File: src/hdl/pwr_seq_pkg.sv
/*
 * Power sequencer definitions
 * Rail count, settle and watchdog spans, status register map,
 * ID constants and the shared rail and register types
 */
package pwr_seq_pkg;

	// Sequenced rails, bit 0 comes up first
	localparam int NUM_RAILS = 15;

	typedef logic [NUM_RAILS-1:0] rail_vec_t;

	// Spans scaled down for simulation
	// Hardware uses roughly 2^16 settle and 2^23 watchdog cycles
	localparam int DELAY_CYCLES = 32;
	localparam int WDOG_CYCLES  = 256;
	localparam int DELAY_W      = $clog2(DELAY_CYCLES);
	localparam int WDOG_W       = $clog2(WDOG_CYCLES);

	typedef logic [7:0] reg_addr_t;
	typedef logic [7:0] reg_data_t;

	// Register map
	localparam reg_addr_t ADDR_VERSION = 8'h00;
	localparam reg_addr_t ADDR_CLR_ERR = 8'h03;
	localparam reg_addr_t ADDR_PG_HI   = 8'h05;
	localparam reg_addr_t ADDR_PG_LO   = 8'h06;
	localparam reg_addr_t ADDR_STATUS  = 8'h07;
	localparam reg_addr_t ADDR_VENDOR0 = 8'h0C;
	localparam reg_addr_t ADDR_VENDOR1 = 8'h0D;
	localparam reg_addr_t ADDR_VENDOR2 = 8'h0E;
	localparam reg_addr_t ADDR_VENDOR3 = 8'h0F;

	// Identification
	localparam reg_data_t FPGA_VERSION = 8'h06;

	// "RCS " with the first character at index 0
	localparam logic [0:3][7:0] VENDOR_ID = {8'h52, 8'h43, 8'h53, 8'h20};

	// Read back at the clear address
	localparam reg_data_t CLR_ERR_READBACK = 8'hFF;

	// Status byte layout, MSB first
	typedef struct packed {
		logic [2:0] rsvd;
		logic       wait_err;
		logic       operation_err;
		logic       err_found;
		logic       sysen;
		logic       sysgood;
	} status_bits_t;

endpackage

File: src/hdl/seq_status_if.sv
`timescale 1ns/100ps
/*
 * Sequencer status bus
 * Synchronized inputs, fault flags and the error-clear pulse
 */
interface seq_status_if;
	import pwr_seq_pkg::*;

	rail_vec_t pg;
	logic      sysen;
	logic      sysgood;
	logic      wait_err;
	logic      operation_err;
	logic      err_found;
	// One-cycle pulse from the register bank
	logic      clear_err;

	modport sequencer (
		output pg, sysen, sysgood, wait_err, operation_err, err_found,
		input  clear_err
	);

	modport regs (
		input  pg, sysen, sysgood, wait_err, operation_err, err_found,
		output clear_err
	);

endinterface

File: src/hdl/rail_sequencer.sv
`timescale 1ns/100ps
/*
 * Rail sequencer
 * Brings rails up one after another behind a settle delay, takes them
 * down behind the rail above, and latches watchdog and operation faults
 */
module rail_sequencer (
	input  logic                   clk_in,
	input  logic                   arst_n,
	input  logic                   sysen,
	input  pwr_seq_pkg::rail_vec_t rail_pg,
	output pwr_seq_pkg::rail_vec_t rail_en,
	seq_status_if.sequencer        status
);
	import pwr_seq_pkg::*;

	rail_vec_t          pg_s1;
	rail_vec_t          pg_s2;
	logic               sysen_s1;
	logic               sysen_s2;
	rail_vec_t          done;
	rail_vec_t          done_below;
	rail_vec_t          pg_above;
	rail_vec_t          timing_vec;
	rail_vec_t          timing_sel;
	rail_vec_t          wait_vec;
	logic [DELAY_W-1:0] d_count;
	logic [WDOG_W-1:0]  w_count;
	logic               timers_clr;
	logic               wdog_expired;
	logic               wait_err;
	logic               operation_err;
	logic               err_found;

	// Two-flop synchronizers
	always_ff @(posedge clk_in or negedge arst_n) begin
		if (!arst_n) begin
			pg_s1    <= '0;
			pg_s2    <= '0;
			sysen_s1 <= 1'b0;
			sysen_s2 <= 1'b0;
		end else begin
			pg_s1    <= rail_pg;
			pg_s2    <= pg_s1;
			sysen_s1 <= sysen;
			sysen_s2 <= sysen_s1;
		end
	end

	// Rail i looks at done of rail i-1 and power-good of rail i+1
	assign done_below = {done[NUM_RAILS-2:0], 1'b1};
	assign pg_above   = {1'b0, pg_s2[NUM_RAILS-1:1]};

	// Up the chain behind done flags, down the chain behind power-good
	assign rail_en = (({NUM_RAILS{sysen_s2}} & done_below) | pg_above)
		& ~{NUM_RAILS{err_found}};

	// Lowest rail that is up but not settled owns the delay counter
	assign timing_vec = rail_en & pg_s2 & ~done;
	assign timing_sel = timing_vec & (~timing_vec + rail_vec_t'(1));
	assign wait_vec   = rail_en & ~pg_s2;

	assign timers_clr   = status.clear_err | ~sysen_s2 | err_found;
	assign wdog_expired = ~timers_clr & ~(|timing_vec) & (|wait_vec)
		& (w_count == WDOG_W'(WDOG_CYCLES - 1));

	// Settle delay and watchdog, delay takes priority
	always_ff @(posedge clk_in or negedge arst_n) begin
		if (!arst_n) begin
			done    <= '0;
			d_count <= '0;
			w_count <= '0;
		end else if (status.clear_err) begin
			d_count <= '0;
			w_count <= '0;
		end else if (!sysen_s2 || err_found) begin
			done    <= '0;
			d_count <= '0;
			w_count <= '0;
		end else if (|timing_vec) begin
			w_count <= '0;
			if (d_count == DELAY_W'(DELAY_CYCLES - 1)) begin
				d_count <= '0;
				done    <= done | timing_sel;
			end else begin
				d_count <= d_count + 1'b1;
			end
		end else if (|wait_vec) begin
			if (wdog_expired) begin
				w_count <= '0;
			end else begin
				w_count <= w_count + 1'b1;
			end
		end
	end

	// Fault latches, held until software clears them
	always_ff @(posedge clk_in or negedge arst_n) begin
		if (!arst_n) begin
			wait_err      <= 1'b0;
			operation_err <= 1'b0;
			err_found     <= 1'b0;
		end else if (status.clear_err) begin
			wait_err      <= 1'b0;
			operation_err <= 1'b0;
			err_found     <= 1'b0;
		end else begin
			if (wdog_expired) begin
				wait_err <= 1'b1;
			end
			// A settled rail lost its power-good
			if (|(done & ~pg_s2)) begin
				operation_err <= 1'b1;
			end
			if (wait_err || operation_err) begin
				err_found <= 1'b1;
			end
		end
	end

	assign status.pg            = pg_s2;
	assign status.sysen         = sysen_s2;
	assign status.sysgood       = done[NUM_RAILS-1];
	assign status.wait_err      = wait_err;
	assign status.operation_err = operation_err;
	assign status.err_found     = err_found;

	// No rail comes up ahead of its predecessor while powering up
	a_en_order: assert property (@(posedge clk_in) disable iff (!arst_n)
		sysen_s2 |-> ((rail_en & ~$past(rail_en) & ~done_below) == '0));

	// A latched fault takes every rail down unless it is being cleared
	a_err_off: assert property (@(posedge clk_in) disable iff (!arst_n)
		(err_found && !status.clear_err) |=> (rail_en == '0));

endmodule

File: src/hdl/status_regs.sv
`timescale 1ns/100ps
/*
 * Status register bank
 * Byte pointer with auto-increment on read, registered read data,
 * power-good snapshot frozen on error and the error-clear pulse
 */
module status_regs (
	input  logic                   clk_in,
	input  logic                   arst_n,
	input  logic                   reg_ptr_valid,
	input  pwr_seq_pkg::reg_addr_t reg_ptr,
	input  logic                   reg_read_req,
	output pwr_seq_pkg::reg_data_t reg_rdata,
	seq_status_if.regs             status
);
	import pwr_seq_pkg::*;

	reg_addr_t    ptr;
	logic         clear_err;
	rail_vec_t    pg_snap;
	status_bits_t status_byte;
	reg_data_t    rdata_next;

	// Pointer load wins over read advance
	always_ff @(posedge clk_in or negedge arst_n) begin
		if (!arst_n) begin
			ptr       <= '0;
			clear_err <= 1'b0;
		end else begin
			clear_err <= reg_ptr_valid && (reg_ptr == ADDR_CLR_ERR);
			if (reg_ptr_valid) begin
				ptr <= reg_ptr;
			end else if (reg_read_req) begin
				ptr <= ptr + 1'b1;
			end
		end
	end

	// Snapshot keeps the rail pattern seen when the fault hit
	always_ff @(posedge clk_in or negedge arst_n) begin
		if (!arst_n) begin
			pg_snap <= '0;
		end else if (!status.err_found) begin
			pg_snap <= status.pg;
		end
	end

	assign status_byte = '{
		rsvd:          3'b000,
		wait_err:      status.wait_err,
		operation_err: status.operation_err,
		err_found:     status.err_found,
		sysen:         status.sysen,
		sysgood:       status.sysgood
	};

	always_comb begin
		case (ptr)
			ADDR_VERSION: rdata_next = FPGA_VERSION;
			ADDR_CLR_ERR: rdata_next = CLR_ERR_READBACK;
			ADDR_PG_HI:   rdata_next = {1'b0, pg_snap[14:8]};
			ADDR_PG_LO:   rdata_next = pg_snap[7:0];
			ADDR_STATUS:  rdata_next = status_byte;
			ADDR_VENDOR0: rdata_next = VENDOR_ID[0];
			ADDR_VENDOR1: rdata_next = VENDOR_ID[1];
			ADDR_VENDOR2: rdata_next = VENDOR_ID[2];
			ADDR_VENDOR3: rdata_next = VENDOR_ID[3];
			default:      rdata_next = '0;
		endcase
	end

	always_ff @(posedge clk_in or negedge arst_n) begin
		if (!arst_n) begin
			reg_rdata <= '0;
		end else begin
			reg_rdata <= rdata_next;
		end
	end

	assign status.clear_err = clear_err;

	// The sequencer expects a single-cycle clear
	a_clr_pulse: assert property (@(posedge clk_in) disable iff (!arst_n)
		clear_err |=> !clear_err);

endmodule

File: src/hdl/pwr_seq_top.sv
`timescale 1ns/100ps
/*
 * Power sequencer top level
 * Joins the rail sequencer and the status register bank
 */
module pwr_seq_top (
	input  logic                   clk_in,
	input  logic                   arst_n,

	// System enable and rails
	input  logic                   sysen,
	input  pwr_seq_pkg::rail_vec_t rail_pg,
	output pwr_seq_pkg::rail_vec_t rail_en,
	output logic                   sysgood,

	// Register port
	input  logic                   reg_ptr_valid,
	input  pwr_seq_pkg::reg_addr_t reg_ptr,
	input  logic                   reg_read_req,
	output pwr_seq_pkg::reg_data_t reg_rdata
);

	seq_status_if status_bus ();

	rail_sequencer u_seq (
		.clk_in  (clk_in),
		.arst_n  (arst_n),
		.sysen   (sysen),
		.rail_pg (rail_pg),
		.rail_en (rail_en),
		.status  (status_bus.sequencer)
	);

	status_regs u_regs (
		.clk_in        (clk_in),
		.arst_n        (arst_n),
		.reg_ptr_valid (reg_ptr_valid),
		.reg_ptr       (reg_ptr),
		.reg_read_req  (reg_read_req),
		.reg_rdata     (reg_rdata),
		.status        (status_bus.regs)
	);

	// System power good follows the top rail's done flag
	assign sysgood = status_bus.sysgood;

endmodule

File: config.mk
export PLATFORM = sky130hd
export DESIGN_NAME = pwr_seq_top
export DESIGN_NICKNAME = d
export VERILOG_FILES = /design/src/hdl/pwr_seq_pkg.sv /design/src/hdl/seq_status_if.sv /design/src/hdl/rail_sequencer.sv /design/src/hdl/status_regs.sv /design/src/hdl/pwr_seq_top.sv
export SDC_FILE = /design/constraint.sdc
export NUM_CORES = 1
export LEC_CHECK = 0
export ABC_AREA = 1
export BUFFER_PORTS_ARGS = -buffer_cell sky130_fd_sc_hd__buf_2
export CAP_MARGIN = 10
export CELL_PAD_IN_SITES_DETAIL_PLACEMENT = 1
export CELL_PAD_IN_SITES_GLOBAL_PLACEMENT = 2
export CORE_MARGIN = 3
export CORE_UTILIZATION = 36
export CTS_BUF_LIST = sky130_fd_sc_hd__clkbuf_16
export CTS_CLUSTER_DIAMETER = 80
export DETAILED_ROUTE_END_ITERATION = 6
export GPL_ROUTABILITY_DRIVEN = 0
export MAX_ROUTING_LAYER = met4
export PLACE_DENSITY_LB_ADDON = 0.05
export SLEW_MARGIN = 10
export SYNTH_ARGS = -nofsm -noshare
export SYNTH_HDL_FRONTEND = slang
export SYNTH_HIERARCHICAL = 1
export SYNTH_SLANG_ARGS = --single-unit
File: constraint.sdc
create_clock -name clk_in -period 2 [get_ports clk_in]
set_input_delay 0.4 -clock clk_in [delete_from_list [all_inputs] [get_ports clk_in]]
set_output_delay 0.4 -clock clk_in [all_outputs]
set_load 0.02 [all_outputs]
# After elaboration in Yosys (flattened, before gate mapping)
# Cells that the tools add are included.
# totals
ff_bits	95
elab_cells	89
# op_classes
addsub	4
eq_ne	11
muxes	21
bitwise	22
n_reduce_logical	17
# ops
operator	n
$and 15x15->15	7
$pmux 8 s9	1
$not 15->15	4
$mux 8	7
$mux 15	3
$reduce_or 15->1	3
$eq 8x4->1 const B	4
$eq 8x3->1 const B	3
$mux 5	4
$add 8x1->8 const B	2
$eq 8x2->1 const B	2
$add 15x1->15 const B	1
$or 15x14->15	1
$or 15x15->15	1
$reduce_bool 2->1	6
$eq 8x8->1 const B	1
$logic_not 8->1	1
$mux 1	6
$add 5x1->5 const B	1
$eq 5x5->1 const B	1
$not 1->1	4
$reduce_bool 4->1	1
$and 1x1->1	3
$reduce_and 3->1	1
5 further kinds	7

# Longest topological paths before layout
# Gate-level depths: netlist (run 1).
# depth
depth_word	15
ltp_mapped	15
ltp_nobuf	13

# Cells and area by module
# The synthesis (run 1) kept the hierarchy.
# by_module_without_submodules
mod	instances	cells_each	area_each_um2
rail_sequencer	1	406	3326.9
status_regs	1	184	1699.1

# Worst setup path after synthesis (run 1)
# No wires, ideal clock.
# synth_timing
kind	register to register
from	reg u_seq.sysen_s2 (netlist: u_seq/status.sysen)
to	reg u_seq.w_count[6]
setup_ps	117
arrival_time_ps	1651
required_time_ps	1883
setup_slack_ps	232
path_stages_with_launch	13
n_path_buf	1
path_cell_list	dfrtp_1 -> buf_6 -> nand2_1 -> a21oi_1 -> nand2_1 -> nand3_1 -> nor2_1 -> nand2_4 -> inv_1 -> nor2_1 -> nand2_1 -> nand2_1 -> nor2_1
# synth_between
elab_chain_len	15
word_cells_on_any_way	24
classes_between	mux (5); bitwise (14); reduce/logical (5)
# synth_lines
element	line_no	text
start: declaration	rail_sequencer.sv:20	logic sysen_s2;
start signal: assignment	rail_sequencer.sv:46	sysen_s2 <= sysen_s1;
$and 15x15->15 *	rail_sequencer.sv:55	assign rail_en = (({NUM_RAILS{sysen_s2}} & done_below) | pg_above)
$or 15x14->15 *	rail_sequencer.sv:55	
$and 15x15->15 *	rail_sequencer.sv:56	& ~{NUM_RAILS{err_found}};
net rail_en[13]	pwr_seq_top.sv:13	output pwr_seq_pkg::rail_vec_t rail_en,
$and 15x15->15 (2 in a row)	rail_sequencer.sv:59	assign timing_vec = rail_en & pg_s2 & ~done;
$reduce_or 15->1	rail_sequencer.sv:64, rail_sequencer.sv:80	
$not 1->1	rail_sequencer.sv:64	assign wdog_expired = ~timers_clr & ~(|timing_vec) & (|wait_vec)
$and 1x1->1 (2 in a row)	rail_sequencer.sv:64	
$and 1x1->1	rail_sequencer.sv:65	& (w_count == WDOG_W'(WDOG_CYCLES - 1));
$mux 8	rail_sequencer.sv:89	if (wdog_expired) begin
$mux 8	rail_sequencer.sv:88	end else if (|wait_vec) begin
$mux 8	rail_sequencer.sv:80	end else if (|timing_vec) begin
$mux 8	rail_sequencer.sv:76	end else if (!sysen_s2 || err_found) begin
$mux 8	rail_sequencer.sv:73	end else if (status.clear_err) begin
end signal: assignment	rail_sequencer.sv:92	w_count <= w_count + 1'b1;
end: declaration	rail_sequencer.sv:28	logic [WDOG_W-1:0] w_count;
# Mark *: on every way through the listed nets, which the timed path passes. The rest lies on a longest branch. The select of a mux whose other input is x is not followed.
# A chain may end at the register's enable or synchronous reset.

# Worst setup path after layout (run 1)
# layout_timing
from	reg u_seq.err_found (netlist: u_seq/status.err_found)
to	out rail_en[14]
# layout_between
elab_chain_len	2
# layout_lines
element	line_no	text
start: declaration	rail_sequencer.sv:33	logic err_found;
start signal: assignment	rail_sequencer.sv:102	err_found <= 1'b0;
start signal: assignment	rail_sequencer.sv:106	err_found <= 1'b0;
start signal: assignment	rail_sequencer.sv:116	err_found <= 1'b1;
$not 15->15	rail_sequencer.sv:56	
$and 15x15->15	rail_sequencer.sv:56	
end: declaration	pwr_seq_top.sv:13	
# Every way passes these cells.

==> results.yml, run 1 <==
outcome:
  outcome: "completed"
critical_path:
  slowest_delay_ns: 0.42
  cp_max_fo: 16
  cp.arrival_ns: 1.50
  path_common_cell: "buf_4"
  critPathKind: "flop to output pin"
  startpoint_type: "flop"
  cp_slowest_cell: "dfrtp_1"
  crit_path_start: "u_seq/status.err_found"
  cp.required_ns: 1.60
  r2r-start: "u_seq/status.sysen"
  critical_path.endpoint_type: "output pin"
  worstPathCellList: "inv_4 -> buf_12 -> nand2_2 -> nor2_4 -> buf_4 -> buf_4"
power:
  leakagePower_nw: 3.067
  p_int_mw: 3.794
  seqPwrFrac_pct: 38.8
  ir_drop_uv: 555.2
  power_mw: 6.045
  combPwrFrac_pct: 33.1
  p_sw_mw: 2.252
  swShare_pct: 37.25
  clock_power_share_pct: 28.2
  power_density_nw_per_um2: 995.4
synth:
  ys_async_sr_fraction_pct: 100.0
  yosysTopAreaCellShare_pct: 47.30
  yosys.cell_types.count: 38
  synth_edf_count: 0
  synth_area_leaders: "dfrtp_1 (47%), nand2_1 (11%), inv_1 (5.2%), nor2_1 (4.3%), nand3_1 (4.1%)"
  yosys_warnings: 6
  yosys.area.top_type: "dfrtp_1"
  netlist_instances: 590
  ys_seq_elements: 95
  synth_seq_area_share_pct: 47.30
  synthFlopType: "dfrtp_1"
  synth_area_per_cell_sq_um: 8.519
  syn_nets: 626
  synth_area_sq_um: 5026
global_routing:
  grt_overflow: 0
  grt_pass1_wl_mm: 22.83
  grt_max_degree: 96
  track_usage_pct: 19.92
  antenna_found_initial: 0
  grt_pass1_vias: 4423
drt:
  viasPerCell: 4.877
  routed_wl_mm: 13.88
  ant_nets: 0
  dr.pass1.iters: 4
  wl_per_cell_um: 16.27
  drcViolationCount: 0
  drtIter0Drc: 120
  vias: 4160
sta:
  fmax_mhz: 525.4
  rsz0062_at_grt: "yes"
  slew_headroom_pct: 53.72
  worst_pin_slew_ns: 0.6935
  skew_ns: 0.005600
  hold_viol_final: 0
  fin_crit_sh_pct: 95.17
  finalMaxSlewViolations: 0
  setup_viol: 0
  fin_crit_ns: 1.903
clock_network:
  cts.hold.buffers_added: 0
  root_buffer: "clkbuf_16"
  cts_max_level: 3
  cts_tree: "built"
  cts-buffers-inserted: 9
  clock_path_buffers: 2
  clk_latency_ns: 0.35
  path_clk_slew_ns: 0.07
  clock_sinks: 95
floorplan:
  die_h_um: 124.2
  design.core.area_sq_um: 13450
  rows: 42
  die_x_um: 124.2
  initial_core_util_pct: 37.36
  die-area_sq_um: 15410
  num_io_pins: 52
cells_and_area:
  final_area_sq_um: 6073
  area_growth_pct: 20.84
  final_nets: 708
  finish.utilization_pct: 45.15
  antenna_cells: 0
  layout-drive-gt1-share_pct: 26.14
place:
  port_buffers: 51
  hpwlAfterDp_mm: 10.21
  post_dp_cell_area_sq_um: 5693
worst_hold_path:
  hold_path_class: "primary input to async pin"
flow_run:
  cap_violations: 0
[worst max-delay path, delay by kind of cell, from the launching register on]
family,cells,cell delay [ns]
simple gates,2,0.22
buf+inv,4,0.50
flops,1,0.42
[power by group through the flow]
stage	Sequential (mW)	Combinational (mW)	Clock, mW
6_report	2.34	2.00	1.70
5_1_grt	2.38	2.20	1.84
4_1_cts	2.35	1.96	1.77
3_5_place_dp	2.38	1.94	0
3_3_place_gp	2.37	1.89	0
2_1_floorplan	2.32	1.35	0
[synthesized netlist by cell type (2+ instances only)]
cell type  number
a21oi_1        36
a22oi_1         4
buf_2           4
buf_6           6
clkinv_1        2
dfrtp_1        95
ha_1            8
inv_1          70
inv_2           3
inv_4           3
mux2_2         14
nand2_1       142
nand2_2        10
nand2_4         6
nand3_1        41
nand3_2        10
nand3_4         2
nand3b_1        9
nand4_1         8
nor2_1         58
nor2_2         13
nor2_4          2
nor2_8          3
nor3_1         10
nor3b_1         2
o2111ai_1       2
o211ai_1        2
o21ai_0         5
o21ai_1         2
o221ai_1        2
xnor2_1         5
xor2_1          5
[placed cells by master (no fill, tap or decap), types with 14 or more instances in the layout]
master	n
nor2_1	55
nand2_2	14
buf_2	49
a21oi_1	36
mux2_2	14
inv_1	70
nand3_2	14
nand2_1	138
dfrtp_1	95
buf_4	27
nand3_1	37
[sequential cells by signal (all words and copies together) (netlist names)]
signal	flops
u_regs/ptr	8
u_seq/status.err_found	1
u_seq/status.sysen	1
u_seq/d_count	5
u_seq/sysen_s1	1
u_regs/status.clear_err	1
u_seq/w_count	8
u_seq/status.wait_err	1
u_regs/pg_snap	15
u_seq/status.operation_err	1
u_regs/reg_rdata	8
u_seq/pg_s1	15
u_seq/status.pg	15
u_seq/done	15
[cell families after synthesis]
group                    count (synthesis)  synth area share [%]
AO/OA/AOI/OAI                           56                 6.273
XOR/XNOR                                10                 1.743
adder cells (fa/ha/maj)                  8                 1.992
buffers and inverters                   89                 7.792
flip-flops                              95                 47.30
multiplexers                            14                 3.137
AND/OR/NAND/NOR                        318                 31.76
[layer usage]
| layer | track usage, % | vias up | share of wire [%] |
|---|---|---|---|
| met5 | - | - | 0 |
| met4 | 5.886 | 0 | 1.1 |
| met3 | 3.542 | 12 | 2.9 |
| met2 | 31.55 | 61 | 49 |
| met1 | 26.30 | 2035 | 47 |
| li1 | - | 2052 | - |
[final timing paths]
check	end	slack (ns)	depth (start not counted)
setup / recovery	rail_en[14]	0.1	6
hold / removal	u_seq/sysen_s1	0.09	2
setup reg to reg	u_seq/d_count[2]	0.11	12
hold reg to reg	u_seq/status.pg[5]	0.35	0
max in group asynchronous	u_regs/status.clear_err	1.51	2
min in group clk_in	u_seq/sysen_s1	0.15	1
[what timing repair did]
item,CTS,global route
resized for setup,0,18
endpoints found under the setup margin,0,26
setup buffers,0,1
[through the flow]
| stage | setup slack, ns | setup TNS, ns | instances | hold slack [ns] |
|---|---|---|---|---|
| after floorplan | 0.2322 | 0 | 590 | 0.1044 |
| after global placement | 0.09858 | 0 | 835 | 0.3350 |
| after detailed placement | 0.06246 | 0 | 835 | 0.3363 |
| after CTS | 0.02741 | 0 | 851 | 0.1211 |
| after global routing | -0.03662 | -0.04625 | 853 | 0.1296 |
| final | 0.09661 | 0 | 853 | 0.09484 |
[cell type report]
class                      instances  area, sq um
tap                              176        220.2
fill                            1640         7380
inverter                          78        300.3
sequential                        95         2377
timing repair buffer              81        548.0
multi-input combinational        407         2336
clock buffer                       9        225.2
clock inverter                     7        66.31
Note: power is estimated with default switching activity, not from simulation.
==> inputs of run 2 (changes only) <==
--- a/config.mk
+++ b/config.mk
@@ -5,19 +5,20 @@
 export SDC_FILE = /design/constraint.sdc
 export NUM_CORES = 1
 export LEC_CHECK = 0
-export ABC_AREA = 1
+export ABC_AREA = 0
 export BUFFER_PORTS_ARGS = -buffer_cell sky130_fd_sc_hd__buf_2
 export CAP_MARGIN = 10
 export CELL_PAD_IN_SITES_DETAIL_PLACEMENT = 1
 export CELL_PAD_IN_SITES_GLOBAL_PLACEMENT = 2
 export CORE_MARGIN = 3
-export CORE_UTILIZATION = 36
+export CORE_UTILIZATION = 38
 export CTS_BUF_LIST = sky130_fd_sc_hd__clkbuf_16
 export CTS_CLUSTER_DIAMETER = 80
 export DETAILED_ROUTE_END_ITERATION = 6
 export GPL_ROUTABILITY_DRIVEN = 0
 export MAX_ROUTING_LAYER = met4
 export PLACE_DENSITY_LB_ADDON = 0.05
+export SETUP_SLACK_MARGIN = 0.1
 export SLEW_MARGIN = 10
 export SYNTH_ARGS = -nofsm -noshare
 export SYNTH_HDL_FRONTEND = slang
==> run 2 against run 1 <==
Net effect:
- the run now ends with negative setup slack left
- register-to-register slack lost 0.39 ns
- cell count decreased by 15%
- global-route usage increased by 3.4 points
- area after synthesis decreased by 10%
- combinational power fell by 62%
- maximum frequency is 16% lower
- final area grew 12%
- utilization rose by 14 points
- routed wire length up 13%
- via count fell by 1.9%
- first-iteration DRC count rose to 2.5 times the previous value
- sequential power fell by 12%
- highest routed layer unchanged
==> results.yml, run 2 <==
synth:
  ys_async_sr_fraction_pct: 100.0
  synth_common_cells: "dfrtp_1 (95), nor2_1 (34), a21oi_1 (24)"
  synthFlopType: "dfrtp_1"
  yosys.cell_types.count: 68
  ys_seq_elements: 95
  yosys.area.top_type: "dfrtp_1"
  netlist_instances: 420
  yosys_warnings: 6
  syn_nets: 456
  synth_edf_count: 0
  synth_area_per_cell_sq_um: 10.73
  yosysMostFrequentCell: "dfrtp_1"
  synth_area_leaders: "dfrtp_1 (53%), mux2_2 (3.7%), nor2_1 (2.8%), a21oi_1 (2.7%), ha_1 (2.2%)"
  synth_seq_area_share_pct: 52.76
  yosysTopAreaCellShare_pct: 52.76
  synth_area_sq_um: 4506
clock_network:
  cts_tree: "built"
  path_clk_slew_ns: 0.07
  cts-buffers-inserted: 9
  root_buffer: "clkbuf_16"
  clock_sinks: 95
  cts_max_level: 3
  clock_path_buffers: 2
  clk_latency_ns: 0.36
global_routing:
  track_usage_pct: 23.27
  grt_pass1_vias: 4236
  grt_max_degree: 36
  grt_overflow: 0
  grt_pass1_wl_mm: 22.80
  use_met2_pct: 36.73
  use_met3_pct: 3.526
  gr-usage-met1_pct: 30.35
  busiest_layer: "met2"
  antenna_found_initial: 0
power:
  p_int_mw: 3.361
  ir_drop_uv: 562.4
  clock_power_share_pct: 39.7
  p_sw_mw: 1.333
  leakagePower_nw: 2.996
  power_mw: 4.694
  swShare_pct: 28.40
  power_density_nw_per_um2: 690.7
  seqPwrFrac_pct: 44.1
  combPwrFrac_pct: 16.3
sta:
  hold_ws_ns: 0.1425
  worst_pin_slew_ns: 0.4983
  hold_viol_final: 0
  slew_headroom_pct: 66.78
  fin_crit_sh_pct: 113.9
  fin_crit_ns: 2.278
  rsz0062_at_grt: "yes"
  worst_slack_ns: -0.2777
  setup_viol: 31
  fmax_mhz: 439.0
  finalMaxSlewViolations: 0
  skew_ns: 0.006645
floorplan:
  design.core.area_sq_um: 11520
  initial_core_util_pct: 39.12
  die-area_sq_um: 13200
  die_x_um: 114.9
  die_h_um: 114.9
  num_io_pins: 52
  rows: 39
outcome:
  outcome: "complete, but fails checks"
  violations: "negative setup slack"
drt:
  drtIter0Drc: 302
  drcViolationCount: 0
  routed_wl_mm: 15.75
  dr.pass1.iters: 4
  wl_per_cell_um: 21.72
  viasPerCell: 5.632
  vias: 4083
  ant_nets: 0
place:
  place_ws_ns: -0.3440
  port_buffers: 51
  hpwlAfterDp_mm: 10.14
critical_path:
  r2r_slack_ns: -0.28
  critical_path.endpoint_type: "flop"
  critPathKind: "flop to flop"
  cp.required_ns: 2.25
  startpoint_type: "flop"
  cp.arrival_ns: 2.53
  cp_max_fo: 4
cells_and_area:
  finish.utilization_pct: 59.01
  nFillCells: 1211
  layout-drive-gt1-share_pct: 49.83
  layout_commonest_cell: "dfrtp_1"
  multi_input_area_sq_um: 2501
  final_cell_mix: "dfrtp_1 (94), buf_4 (91), buf_2 (36)"
  area_growth_pct: 50.82
  antenna_cells: 0
  final_nets: 613
  ff_latch_area_sq_um: 2379
flow_run:
  cap_violations: 0
worst_hold_path:
  hold_path_class: "primary input to flop"
[run 2: cell count changes in the layout (fill, tap and decap cells not counted), moves of 9 or more]
| cell | before | now |
|---|---|---|
| buf_2 | 49 | 36 |
| a21oi_4 | 0 | 14 |
| nand3_2 | 14 | 5 |
| nor2_1 | 55 | 21 |
| nand2_1 | 138 | 21 |
| buf_6 | 0 | 31 |
| inv_1 | 70 | 21 |
| buf_4 | 27 | 91 |
| nand3_1 | 37 | 8 |
| nand2_2 | 14 | 1 |
| a21oi_1 | 36 | 13 |
[run 2: critical path: stages, from the launching register on]
cell,delay [ns]
dfrtp_2,0.46
buf_6,0.15
clkbuf_16,0.15
a21oi_4,0.18
o32a_4,0.21
o41ai_4,0.08
buf_4,0.16
and4b_2,0.31
nand3b_1,0.20
o31ai_2,0.28
[run 2: layout make-up]
class / instances / area share (%)
clock buffers: 9 / 3.314
clock inverters: 7 / 1.418
repair buffers: 165 / 19.61
inverters: 22 / 1.215
multi-input cells: 284 / 36.81
well taps: 143 / 2.633
flip-flops and latches: 95 / 35.00
[run 2: worst paths after layout]
path / end / start / cells after the start
setup reg to reg: u_seq/done[13] / u_seq/status.sysen / 9
max in group asynchronous: u_seq/status.sysen / arst_n / 3
setup / recovery: u_seq/done[13] / u_seq/status.sysen / 9
hold reg to reg: u_seq/status.pg[11] / u_seq/pg_s1[11] / 0
min in group asynchronous: u_regs/reg_rdata[6] / arst_n / 2
hold / removal: u_seq/pg_s1[10] / rail_pg[10] / 1
[run 2: logic make-up after synthesis]
| family | synth area share (%) |
|---|---|
| AO/OA/AOI/OAI | 17.02 |
| XOR/XNOR | 1.361 |
| adder cells (fa/ha/maj) | 2.222 |
| buffers and inverters | 4.387 |
| flip-flops | 52.76 |
| multiplexers | 4.193 |
| AND/OR/NAND/NOR | 18.05 |
[run 2: power groups by stage]
stage               Combinational (mW)  Clock (mW)  Sequential (mW)
floorplan                        0.291           0             2.09
global placement                 0.584           0             2.10
detailed placement               0.595           0             2.10
CTS                              0.639        1.92             2.07
global route                     0.830        2.01             2.08
finish                           0.763        1.86             2.07
[run 2: per-stage QoR]
step,TNS [ns],instance area (sq um),cells
floorplan,-0.3017,4557,420
global placement,-4.511,5575,685
detailed placement,-5.718,5575,685
CTS,-2.960,6141,705
global route,-8.424,6795,725
finish,-5.909,6795,725
[run 2: repair_timing]
| action | 4_1_cts | 5_1_grt |
|---|---|---|
| endpoints found under the hold margin | 27 | 0 |
| setup endpoints to repair | 42 | 43 |
| setup buffers | 3 | 18 |
| hold buffers | 1 | 0 |
| cloned | 0 | 2 |
| resized for setup | 54 | 111 |
| pin swaps | 4 | 36 |
[run 2: metal layers]
layer | up-vias | wire [um]
li1 | 1868 | -
met1 | 2065 | 6861
met2 | 118 | 7870
met3 | 32 | 584
met4 | 0 | 429
met5 | - | 0
